<file path="src/include/frogger_params.svh">
// Frogger screen constants
`ifndef FROGGER_PARAMS_SVH
`define FROGGER_PARAMS_SVH

// ********************************************************************
// screen
// ********************************************************************
`define SCREEN_W 640
`define SCREEN_H 480

// ********************************************************************
// background zones
// ********************************************************************
`define WATER_END 240
`define GRASS_TOP 50
`define GRASS_END 100
`define BAY_TOP 60

// five goal bays, 50-110 then every 120 pixels, inclusive
`define BAY_X0 50
`define BAY_PITCH 120
`define BAY_SPAN 60
`define BAY_COUNT 5

// purple medians, inclusive row spans
`define MEDIAN0_TOP 240
`define MEDIAN1_TOP 420
`define MEDIAN_SPAN 18

// ********************************************************************
// objects
// ********************************************************************
`define FROG_W 17
`define FROG_H 16

`define TRUCK_W 25
`define TRUCK_H 16
`define TRUCK_Y 270
`define TRUCK0_X 440
`define TRUCK1_X 400
`define TRUCK2_X 320
`define TRUCK_WRAP 640

// timer bar, shrinks one pixel every BAR_DIV frames
`define BAR_X 430
`define BAR_Y 455
`define BAR_H 15
`define BAR_FULL 160
`define BAR_DIV 4

// ********************************************************************
// colour codes
// ********************************************************************
`define COLOR_GREEN 2
`define COLOR_RED 3
`define COLOR_PURPLE 9
`define COLOR_WATER 10
`define COLOR_FROG 12
`define COLOR_GREY 13

`endif
</file>
<file path="src/frog.mem">
// 16 rows of 17 pixels, one palette code per column, 00 is transparent
00 00 00 00 00 00 00 00 00 00 00 00 00 00 00 00 00
00 0c 0c 0c 0c 0c 0c 0c 0c 0c 0c 0c 0c 0c 0c 0c 00
00 0c 0c 0c 0c 0c 0c 0c 0c 0c 0c 0c 0c 0c 0c 0c 00
00 0c 0c 0c 0c 0c 0c 0c 0c 0c 0c 0c 0c 0c 0c 0c 00
00 0c 0c 0c 0c 0c 0c 0c 0c 0c 0c 0c 0c 0c 0c 0c 00
00 0c 0c 0c 0c 0c 0c 0c 0c 0c 0c 0c 0c 0c 0c 0c 00
00 0c 0c 0c 0c 0c 0c 0c 0c 0c 0c 0c 0c 0c 0c 0c 00
00 0c 0c 0c 0c 0c 0c 0c 0c 0c 0c 0c 0c 0c 0c 0c 00
00 0c 0c 0c 0c 0c 0c 0c 0c 0c 0c 0c 0c 0c 0c 0c 00
00 0c 0c 0c 0c 0c 0c 0c 0c 0c 0c 0c 0c 0c 0c 0c 00
00 0c 0c 0c 0c 0c 0c 0c 0c 0c 0c 0c 0c 0c 0c 0c 00
00 0c 0c 0c 0c 0c 0c 0c 0c 0c 0c 0c 0c 0c 0c 0c 00
00 0c 0c 0c 0c 0c 0c 0c 0c 0c 0c 0c 0c 0c 0c 0c 00
00 0c 0c 0c 0c 0c 0c 0c 0c 0c 0c 0c 0c 0c 0c 0c 00
00 0c 0c 0c 0c 0c 0c 0c 0c 0c 0c 0c 0c 0c 0c 0c 00
00 00 00 00 00 00 00 00 00 00 00 00 00 00 00 00 00

</file>
<file path="src/hdl/froggerPkg.sv">
// Frogger screen types
package froggerPkg;

	// screen coordinate, wide enough for 640 x 480 plus wrap value
	typedef logic [9:0] coordT;

	// 6-bit palette index
	typedef logic [5:0] colorT;

	// background class of one pixel
	typedef enum logic [2:0]
	{
		zoneWater,
		zoneGrass,
		zoneBay,
		zoneMedian,
		zoneRoad
	} zoneT;

endpackage

</file>
<file path="src/hdl/objectHitIf.sv">
// Object hit bundle
`timescale 1ns/1ps

interface objectHitIf
	import froggerPkg::*;
	();

	// frog sprite pixel, opaque only
	logic frogHit;
	colorT frogColor;

	// any firetruck box
	logic truckHit;

	// green timer bar box
	logic barHit;

	modport exec
	(
		output frogHit,
		output frogColor,
		output truckHit,
		output barHit
	);

	modport result
	(
		input frogHit,
		input frogColor,
		input truckHit,
		input barHit
	);

endinterface

</file>
<file path="src/hdl/froggerScreen.sv">
// Frogger screen pixel pipeline
`timescale 1ns/1ps

module froggerScreen
	import froggerPkg::*;
(
	input logic clk_1Hz,
	input logic reset,
	input logic frameStart,
	input coordT drawX,
	input coordT drawY,
	input coordT frogX,
	input coordT frogY,
	output colorT colorCode
);

	coordT pixelX;
	coordT pixelY;
	zoneT zone;

	objectHitIf hitBus ();

	// decode, 1 cycle
	pixelDecode u_pixelDecode
	(
		.clk_1Hz(clk_1Hz),
		.reset(reset),
		.drawX(drawX),
		.drawY(drawY),
		.pixelX(pixelX),
		.pixelY(pixelY),
		.zone(zone)
	);

	// execute, combinational on the decode registers
	objectHit u_objectHit
	(
		.clk_1Hz(clk_1Hz),
		.reset(reset),
		.frameStart(frameStart),
		.pixelX(pixelX),
		.pixelY(pixelY),
		.frogX(frogX),
		.frogY(frogY),
		.hits(hitBus.exec)
	);

	// result, 1 cycle
	colorSelect u_colorSelect
	(
		.clk_1Hz(clk_1Hz),
		.reset(reset),
		.zone(zone),
		.hits(hitBus.result),
		.colorCode(colorCode)
	);

endmodule

</file>
<file path="src/hdl/colorSelect.sv">
// Colour select result stage
`timescale 1ns/1ps
`include "frogger_params.svh"

module colorSelect
	import froggerPkg::*;
(
	input logic clk_1Hz,
	input logic reset,
	input zoneT zone,
	objectHitIf.result hits,
	output colorT colorCode
);

	colorT colorNext;

	// ********************************************************************
	// priority mux, sprites over medians over bar over background
	// ********************************************************************
	always_comb
	begin
		if (hits.frogHit)
			colorNext = hits.frogColor;
		else if (hits.truckHit)
			colorNext = `COLOR_RED;
		else if (zone == zoneMedian)
			colorNext = `COLOR_PURPLE;
		else if (hits.barHit)
			colorNext = `COLOR_GREEN;
		else
		begin
			case (zone)
				zoneBay: colorNext = `COLOR_WATER;
				zoneGrass: colorNext = `COLOR_GREEN;
				zoneWater: colorNext = `COLOR_WATER;
				default: colorNext = `COLOR_GREY;
			endcase
		end
	end

	always_ff @(posedge clk_1Hz)
	begin
		if (reset)
			colorCode <= `COLOR_GREY;
		else
			colorCode <= colorNext;
	end

	// transparent sprite words must never be reported as a hit
	frogOpaque: assert property (@(posedge clk_1Hz) disable iff (reset)
		hits.frogHit |-> hits.frogColor != '0);

endmodule

</file>
<file path="src/hdl/objectHit.sv">
// Object hit execute stage
`timescale 1ns/1ps
`include "frogger_params.svh"

module objectHit
	import froggerPkg::*;
(
	input logic clk_1Hz,
	input logic reset,
	input logic frameStart,
	input coordT pixelX,
	input coordT pixelY,
	input coordT frogX,
	input coordT frogY,
	objectHitIf.exec hits
);

	localparam int ROM_DEPTH = `FROG_H * `FROG_W;
	localparam int ADDR_W = $clog2(ROM_DEPTH);

	coordT truck0X;
	coordT truck1X;
	coordT truck2X;
	coordT barWidth;
	colorT frogRom [ROM_DEPTH];
	coordT frogOffX;
	coordT frogOffY;
	logic [ADDR_W-1:0] frogAddr;
	logic inFrog;
	colorT frogWord;

	// p lies in [origin, origin + size), no overflow near the top of the range
	function automatic logic inSpan(coordT p, coordT origin, coordT size);
		coordT offset;
		offset = p - origin;
		return (p >= origin) && (offset < size);
	endfunction

	laneMotion u_laneMotion
	(
		.clk_1Hz(clk_1Hz),
		.reset(reset),
		.frameStart(frameStart),
		.truck0X(truck0X),
		.truck1X(truck1X),
		.truck2X(truck2X),
		.barWidth(barWidth)
	);

	// ********************************************************************
	// frog sprite, row-major, code 0 is see-through
	// ********************************************************************
	initial
	begin
		$readmemh("/design/src/frog.mem", frogRom);
	end

	assign frogOffX = pixelX - frogX;
	assign frogOffY = pixelY - frogY;
	assign inFrog = inSpan(pixelX, frogX, `FROG_W) && inSpan(pixelY, frogY, `FROG_H);
	assign frogAddr = ADDR_W'(frogOffY * `FROG_W + frogOffX);
	assign frogWord = inFrog ? frogRom[frogAddr] : '0;

	assign hits.frogHit = inFrog && (frogWord != '0);
	assign hits.frogColor = frogWord;

	// all three trucks share one lane row
	assign hits.truckHit = inSpan(pixelY, `TRUCK_Y, `TRUCK_H) &&
		(inSpan(pixelX, truck0X, `TRUCK_W) ||
		inSpan(pixelX, truck1X, `TRUCK_W) ||
		inSpan(pixelX, truck2X, `TRUCK_W));

	// empty bar draws nothing
	assign hits.barHit = inSpan(pixelX, `BAR_X, barWidth) && inSpan(pixelY, `BAR_Y, `BAR_H);

endmodule

</file>
<file path="src/hdl/laneMotion.sv">
// Firetruck lane and timer bar motion
`timescale 1ns/1ps
`include "frogger_params.svh"

module laneMotion
	import froggerPkg::*;
(
	input logic clk_1Hz,
	input logic reset,
	input logic frameStart,
	output coordT truck0X,
	output coordT truck1X,
	output coordT truck2X,
	output coordT barWidth
);

	localparam int TRUCKS = 3;
	localparam coordT TRUCK_START [TRUCKS] = '{`TRUCK0_X, `TRUCK1_X, `TRUCK2_X};
	localparam int COUNT_W = $clog2(`BAR_DIV);

	coordT truckX [TRUCKS];
	logic [COUNT_W-1:0] frameCount;

	// ********************************************************************
	// per-frame update
	// ********************************************************************
	always_ff @(posedge clk_1Hz)
	begin
		if (reset)
		begin
			for (int i = 0; i < TRUCKS; i++)
				truckX[i] <= TRUCK_START[i];
			frameCount <= '0;
			barWidth <= `BAR_FULL;
		end
		else if (frameStart)
		begin
			// trucks drive left and re-enter from the right edge
			for (int i = 0; i < TRUCKS; i++)
			begin
				if (truckX[i] == '0)
					truckX[i] <= `TRUCK_WRAP;
				else
					truckX[i] <= truckX[i] - 1'b1;
			end

			if (frameCount == `BAR_DIV - 1)
			begin
				frameCount <= '0;
				// bar refills once it has run out
				if (barWidth == '0)
					barWidth <= `BAR_FULL;
				else
					barWidth <= barWidth - 1'b1;
			end
			else
				frameCount <= frameCount + 1'b1;
		end
	end

	assign truck0X = truckX[0];
	assign truck1X = truckX[1];
	assign truck2X = truckX[2];

	barWithinFull: assert property (@(posedge clk_1Hz) disable iff (reset)
		barWidth <= `BAR_FULL);

endmodule

</file>
<file path="src/hdl/pixelDecode.sv">
// Pixel decode stage
`timescale 1ns/1ps
`include "frogger_params.svh"

module pixelDecode
	import froggerPkg::*;
(
	input logic clk_1Hz,
	input logic reset,
	input coordT drawX,
	input coordT drawY,
	output coordT pixelX,
	output coordT pixelY,
	output zoneT zone
);

	zoneT zoneNext;

	// true inside one of the five goal bays
	function automatic logic inBay(coordT x);
		logic hit;
		hit = 1'b0;
		for (int i = 0; i < `BAY_COUNT; i++)
		begin
			if (x >= `BAY_X0 + i * `BAY_PITCH && x <= `BAY_X0 + i * `BAY_PITCH + `BAY_SPAN)
				hit = 1'b1;
		end
		return hit;
	endfunction

	// ********************************************************************
	// zone classification, median wins over everything below it
	// ********************************************************************
	always_comb
	begin
		if ((drawY >= `MEDIAN0_TOP && drawY <= `MEDIAN0_TOP + `MEDIAN_SPAN) ||
			(drawY >= `MEDIAN1_TOP && drawY <= `MEDIAN1_TOP + `MEDIAN_SPAN))
			zoneNext = zoneMedian;
		else if (drawY >= `GRASS_TOP && drawY <= `GRASS_END)
		begin
			// bays only open below the top grass strip
			if (drawY >= `BAY_TOP && inBay(drawX))
				zoneNext = zoneBay;
			else
				zoneNext = zoneGrass;
		end
		else if (drawY < `WATER_END)
			zoneNext = zoneWater;
		else
			zoneNext = zoneRoad;
	end

	always_ff @(posedge clk_1Hz)
	begin
		if (reset)
		begin
			pixelX <= '0;
			pixelY <= '0;
			zone <= zoneRoad;
		end
		else
		begin
			pixelX <= drawX;
			pixelY <= drawY;
			zone <= zoneNext;
		end
	end

	// scan source must stay on the visible line
	pixelOnScreen: assert property (@(posedge clk_1Hz) disable iff (reset)
		pixelX < `SCREEN_W);

endmodule

</file>
<file path="config.mk">
export PLATFORM = sky130hd
export DESIGN_NAME = froggerScreen
export DESIGN_NICKNAME = d
export VERILOG_FILES = /design/src/hdl/froggerPkg.sv /design/src/hdl/objectHitIf.sv /design/src/hdl/froggerScreen.sv /design/src/hdl/colorSelect.sv /design/src/hdl/objectHit.sv /design/src/hdl/laneMotion.sv /design/src/hdl/pixelDecode.sv
export VERILOG_INCLUDE_DIRS = /design/src /design/src/include
export SDC_FILE = /design/constraint.sdc
export NUM_CORES = 1
export LEC_CHECK = 0
export CAP_MARGIN = 20
export CORE_UTILIZATION = 24
export DETAILED_ROUTE_END_ITERATION = 10
export DONT_BUFFER_PORTS = 1
export GPL_ROUTABILITY_DRIVEN = 0
export GPL_TIMING_DRIVEN = 0
export HOLD_SLACK_MARGIN = 0.06
export PLACE_DENSITY_LB_ADDON = 0.15
export SETUP_SLACK_MARGIN = 0.3
export SYNTH_ARGS = -nofsm -noshare
export SYNTH_HDL_FRONTEND = slang
export SYNTH_HIERARCHICAL = 1
export SYNTH_SLANG_ARGS = --single-unit
</file>
<file path="constraint.sdc">
create_clock -name clk_1Hz -period 3.01 [get_ports clk_1Hz]
set_input_delay 0.903 -clock clk_1Hz [delete_from_list [all_inputs] [get_ports clk_1Hz]]
set_output_delay 0.903 -clock clk_1Hz [all_outputs]
set_load 0.01 [all_outputs]
</file>
==> impl_metrics.tcl, run 1 <==
set metrics [dict create \
    final_max_slew_viol_count 0 \
    finClkSkew_ns 0.00779 \
    grt_usage_pct 12.5 \
    reg2reg_from "u_objectHit/u_laneMotion/truckX[1][2]" \
    hold_slack_ns 0.497 \
    ir_worst_vdd_mv 0.267 \
    seqPwrFrac_pct 39.4 \
    syn-mean-instance-area_sq_um 8.83 \
    power_frac_comb_pct 21.2 \
    core-area_sq_um 21300 \
    cts_sinks 71 \
    worstMarginPinSlew_ns 0.826 \
    synth_warnings 6 \
    power_density_nw_per_um2 439 \
    drt_iter0_drc 195 \
    whs_endpoint "u_objectHit/u_laneMotion/barWidth[8]" \
    grt_max_degree 31 \
    ys_seq_elements 71 \
    synth_area_sq_um 5270 \
    cts_tree "built" \
    synthFlopType "dfxtp_1" \
    fmax_ghz 0.376 \
    final_nets 738 \
    p_clk_share_pct 39.4 \
    dp_cells 878 \
    r2r_end "u_colorSelect/colorCode[3]" \
    drive_above_1_share_pct 21.0 \
    dieArea_sq_um 22600 \
    synth_seq_area_share_pct 32.7 \
    p_int_mw 2.00 \
    row_count 53 \
    grt-ovfl-total 0 \
    async_flop_share_pct 0 \
    clk_pin_slew_ns 0.06 \
    p_sw_mw 0.839 \
    antenna_cells 0 \
    critPathLaunchType "register" \
    grt_pass1_vias 4320 \
    cp_max_fo 4 \
    numCtsBuffers 9 \
    maxCapViolations 0 \
    max_stage_delay_ns 0.51 \
    placed_area_sq_um 5640 \
    synth_edf_count 30 \
    setup_viol 0 \
    worstHoldStart "u_objectHit/u_laneMotion/barWidth[8]" \
    holdBufCountCts 0 \
    min_path_type "reg2reg" \
    root_buffer "clkbuf_16" \
    synth_cell_type_count 73 \
    wl_um 13700 \
    cp_cell_sequence "inv_2 > ha_4 > o21ai_2 > a21oi_2 > o21a_1 > or4_4 > a221oi_2 > a221o_2 > nor2_4 > a221o_1" \
    htreeDepth 3 \
    leakage_nw 2.46 \
    layoutNonFillerInstCount 927 \
    cp_top_family "compound AO/OA/AOI/OAI gates" \
    r2r_cells 10 \
    cp.required_ns 3.25 \
    grt_first_pass_wirelength_um 21800 \
    via_count 4576 \
    drc_errors 0 \
    crit_type "reg2reg" \
    insertion_delay_ns 0.35 \
    antenna_found_initial 0 \
    rsz0062_at_grt "yes" \
    wire_per_inst_um 14.7 \
    firstDrtPassIters 4 \
    die-width_um 150 \
    min_period_over_period_pct 88.3 \
    area_delta_synth_final_pct 22.8 \
    start_util_pct 24.8 \
    hold_violations 0 \
    crit_slowest_cell "or4_4" \
    chipHeight_um 150 \
    synth_cells 597 \
    place_hpwl_um 9710 \
    worstPathArrival_ns 2.89 \
    stdcell_area_sq_um 6470 \
    period_minus_slack_ns 2.66 \
    path_buf_inv 1 \
    max_slew_margin_pct 45.0 \
    clock_path_buffers 2 \
    avgViaCountPerCell 4.94 \
    status "completed" \
    port_buffers 0 \
    total_power_mw 2.84 \
    r2r_setup_slack_ns 0.35 \
    cp-end-kind "register" \
    ant_nets 0 \
    io_pins 49 \
    switching_share_pct 29.5 \
    whs_path_depth 2 \
]
[worst max path at each step]
stage,start,end,slack (ns),cells after the start
finish,u_objectHit/u_laneMotion/truckX[1][2],u_colorSelect/colorCode[3],0.35,10
global route,u_objectHit/u_laneMotion/truckX[1][2],u_colorSelect/colorCode[3],0.24,10
global placement,u_pixelDecode/pixelX[1],u_colorSelect/colorCode[1],-0.11,14
detailed placement,u_pixelDecode/pixelX[1],u_colorSelect/colorCode[1],-0.10,14
floorplan,u_objectHit/u_laneMotion/truckX[1][2],u_colorSelect/colorCode[3],0.46,10
CTS,u_pixelDecode/pixelX[1],u_colorSelect/colorCode[1],0.30,14
[per-stage QoR]
step                      setup TNS [ns]  worst slack [ns]  util, %
after global routing                   0             0.238     30.4
after global placement            -0.124            -0.111     26.5
after CTS                              0             0.300     29.1
after floorplan                        0             0.457        -
final                                  0             0.352     30.4
after detailed placement          -0.146            -0.101     26.5
[flip-flops by register name, summed over array words and instances (netlist names)]
name,count
u_colorSelect/colorCode,6
u_objectHit/u_laneMotion/barWidth,10
u_objectHit/u_laneMotion/frameCount,2
u_objectHit/u_laneMotion/truckX,30
u_pixelDecode/pixelX,10
u_pixelDecode/pixelY,10
u_pixelDecode/zone,3
[layer usage]
layer	up-vias	GRT usage (%)	wire, um
met3	15	2.42	452
met4	0	5.10	246
li1	2301	-	-
met1	2188	16.1	6520
met5	-	0	0
met2	72	20.4	6430
[power groups by stage]
stage / Sequential, mW / Combinational (mW) / Clock (mW)
floorplan: 1.12 / 0.386 / 0
global placement: 1.15 / 0.462 / 0
detailed placement: 1.15 / 0.473 / 0
CTS: 1.12 / 0.541 / 1.16
global route: 1.13 / 0.674 / 1.20
finish: 1.12 / 0.602 / 1.12
[cell type report]
type,count,area (sq um)
buffer,26,145
clock buffer,9,225
clock inverter,7,85.1
fill,2196,14800
inverter,61,229
multi-input combinational,445,3460
sequential,71,1740
tap,275,344
timing repair buffer,33,248
[cells in the final DEF, fill, tap and decap left out, types with 8 or more instances in the layout]
cell type | synthesis | layout
o21ai_0 | 23 | 22
ha_4 | 0 | 10
o21a_1 | 9 | 9
nor3_1 | 21 | 20
ha_1 | 48 | 38
dfxtp_1 | 41 | 34
edfxtp_1 | 30 | 30
a21oi_1 | 33 | 26
or3_1 | 19 | 18
clkbuf_16 | 0 | 9
inv_1 | 61 | 55
nand2b_1 | 11 | 10
nand2_1 | 18 | 17
nor2b_1 | 26 | 24
clkbuf_1 | 12 | 12
nand3_1 | 12 | 11
xnor2_1 | 21 | 21
nor4_1 | 8 | 8
nand4_1 | 12 | 12
buf_4 | 7 | 40
nor2_1 | 41 | 38
[synthesized netlist by cell type, types with 7 or more instances]
cell | instances | area share [%]
a21oi_1 | 33 | 3.1
a31oi_1 | 7 | 0.83
buf_4 | 7 | 1.0
clkbuf_1 | 12 | 0.85
dfxtp_1 | 41 | 16
edfxtp_1 | 30 | 17
ha_1 | 48 | 11
inv_1 | 61 | 4.3
nand2_1 | 18 | 1.3
nand2b_1 | 11 | 1.3
nand3_1 | 12 | 1.1
nand4_1 | 12 | 1.4
nor2_1 | 41 | 2.9
nor2b_1 | 26 | 3.1
nor3_1 | 21 | 2.0
nor4_1 | 8 | 0.95
o21a_1 | 9 | 1.3
o21ai_0 | 23 | 2.2
o41ai_1 | 7 | 1.2
or3_1 | 19 | 2.3
or4_1 | 7 | 1.0
xnor2_1 | 21 | 3.5
xor2_1 | 7 | 1.2
[worst reg2reg max path, cell delays in order, from the launching register on]
cell      delay, ns
edfxtp_1       0.40
inv_2          0.09
ha_4           0.21
o21ai_2        0.14
a21oi_2        0.05
o21a_1         0.21
or4_4          0.51
a221oi_2       0.28
a221o_2        0.30
nor2_4         0.06
a221o_1        0.30
[cells by family after synthesis]
kind of cell / Yosys count / share of synthesized area [%]
AO/OA/AOI/OAI: 155 / 21.8
XOR/XNOR: 28 / 4.65
adder cells (fa/ha/maj): 48 / 11.4
buffers and inverters: 87 / 7.10
flip-flops: 71 / 32.7
multiplexers: 3 / 0.594
other: 1 / 0.0712
AND/OR/NAND/NOR: 204 / 21.7
[repair_timing]
item	in CTS	in global routing
resized for setup	33	26
buffers inserted	15	18
pin swaps	3	19
endpoints found under the setup margin	4	4
Power figures use the tool's default switching activity.
==> run 2, diff against run 1 <==
REMOVE_ABC_BUFFERS = 1   (was not set)
clock period = 2.7 ns   (was 3.01 ns; I/O delays follow)
==> impl_metrics.tcl, run 2 (same netlist as run 1, synthesis figures left out) <==
set metrics [dict create \
    status "complete, but fails checks" \
    violations "negative setup slack" \
    firstDrtPassIters 4 \
    numCtsBuffers 9 \
    insertion_delay_ns 0.34 \
    root_buffer "clkbuf_16" \
    cp-end-kind "register" \
    antenna_found_initial 0 \
    wl_um 13600 \
    cp.required_ns 2.92 \
    htreeDepth 3 \
    avgViaCountPerCell 5.03 \
    period_minus_slack_ns 2.71 \
    crit_slowest_cell "or4_4" \
    max_slew_margin_pct 43.3 \
    power_density_nw_per_um2 497 \
    timing.final.ws_setup_ns -0.00636 \
    largest_reg_flops 30 \
    dieArea_sq_um 22600 \
    chipHeight_um 150 \
    drc_errors 0 \
    path_buf_inv 1 \
    io_pins 49 \
    worstPathArrival_ns 2.93 \
    ir_worst_vdd_mv 0.289 \
    via_count 4519 \
    rsz0062_at_grt "yes" \
    clock_path_buffers 2 \
    layout_common_cells "inv_1, ha_1, nor2_1" \
    final_nets 710 \
    final_max_slew_viol_count 0 \
    r2r_setup_slack_ns -0.006 \
    die-width_um 150 \
    final_common_cell "inv_1" \
    drive_above_1_share_pct 18.6 \
    layoutNonFillerInstCount 899 \
    grt_max_degree 37 \
    min_period_over_period_pct 100 \
    wire_per_inst_um 15.1 \
    whs_path_depth 2 \
    antenna_cells 0 \
    core-area_sq_um 21300 \
    crit_type "reg2reg" \
    row_count 53 \
    clk_pin_slew_ns 0.06 \
    maxCapViolations 0 \
    cp_num_cells 9 \
    crit_top_cell "a221o_1" \
    place_hpwl_um 9570 \
    holdBufCountCts 0 \
    min_path_type "reg2reg" \
    r2r_cells 9 \
    ant_nets 0 \
    setup_viol 1 \
    start_util_pct 24.8 \
    dp_cells 853 \
    fmax_ghz 0.370 \
    tns_ns -0.00636 \
    grt_usage_pct 12.7 \
    cp_cell_sequence "inv_1 > ha_4 > a21oi_1 > o21ai_0 > or4_4 > a221oi_4 > a221o_1 > nor2_2 > a221o_1" \
    critPathLaunchType "register" \
    hold_violations 0 \
    grt_first_pass_wirelength_um 22100 \
    max_stage_delay_ns 0.54 \
    worstMarginPinSlew_ns 0.850 \
    grt_pass1_vias 4466 \
    cts_sinks 71 \
    cp_max_fo 5 \
    leakage_nw 2.39 \
    top_register "u_objectHit/u_laneMotion/truckX" \
    finClkSkew_ns 0.00564 \
    hold_slack_ns 0.499 \
    port_buffers 0 \
    cts_tree "built" \
    drt_iter0_drc 209 \
    cp_top_family "compound AO/OA/AOI/OAI gates" \
    grt-ovfl-total 0 \
    area_delta_synth_final_pct 20.1 \
]
run 2: layout make-up:
type	count	area, sq um
Clock buffer	11	254
Clock inverter	5	62.6
Fill cell	2225	15000
Inverter	61	229
Multi-Input combinational cell	445	3460
Sequential cell	71	1740
Tap cell	275	344
Timing Repair Buffer	31	240
run 2: power by group:
| part | switching (mW) | internal, mW | total (mW) |
|---|---|---|---|
| logic | 0.328 | 0.304 | 0.632 |
| registers | 0.0719 | 1.18 | 1.25 |
| clock network | 0.481 | 0.779 | 1.26 |
| total | 0.881 | 2.26 | 3.14 |
run 2: per-layer routing:
| layer | vias up | track usage, % | wire [um] |
|---|---|---|---|
| met2 | 97 | 21.0 | 6410 |
| met3 | 16 | 2.70 | 532 |
| li1 | 2250 | - | - |
| met5 | - | 0 | 0 |
| met4 | 0 | 5.40 | 263 |
| met1 | 2156 | 15.8 | 6350 |
run 2: per-stage QoR:
stage          util [%]  setup slack, ns  instance area [sq um]  total power, mW
6_report           29.7         -0.00636                   6330             3.14
5_1_grt            29.7           -0.114                   6330             3.32
4_1_cts            28.3          -0.0568                   6030             3.12
3_5_place_dp       25.9           -0.337                   5510             1.77
3_3_place_gp       25.8           -0.474                   5490             1.76
2_1_floorplan         -            0.147                   5150             1.65
run 2: what timing repair did:
item | CTS | global route
setup buffers | 14 | 16
endpoints found under the setup margin | 4 | 4
hold endpoints to repair | 0 | 0
pin swaps | 12 | 14
gates resized for setup | 28 | 31
run 2: tightest hold or removal path, delay by kind of cell, from the launching register on:
| family | cells | cell delay, ns |
|---|---|---|
| AO/OA/AOI/OAI | 2 | 0.13 |
| flip-flops | 1 | 0.33 |
run 2: final timing paths:
kind / endpoint / start
setup reg to reg: u_colorSelect/colorCode[3] / u_objectHit/u_laneMotion/truckX[1][5]
hold reg to reg: u_objectHit/u_laneMotion/barWidth[8] / u_objectHit/u_laneMotion/barWidth[8]
hold / removal: u_objectHit/u_laneMotion/barWidth[8] / u_objectHit/u_laneMotion/barWidth[8]
setup / recovery: u_colorSelect/colorCode[3] / u_objectHit/u_laneMotion/truckX[1][5]
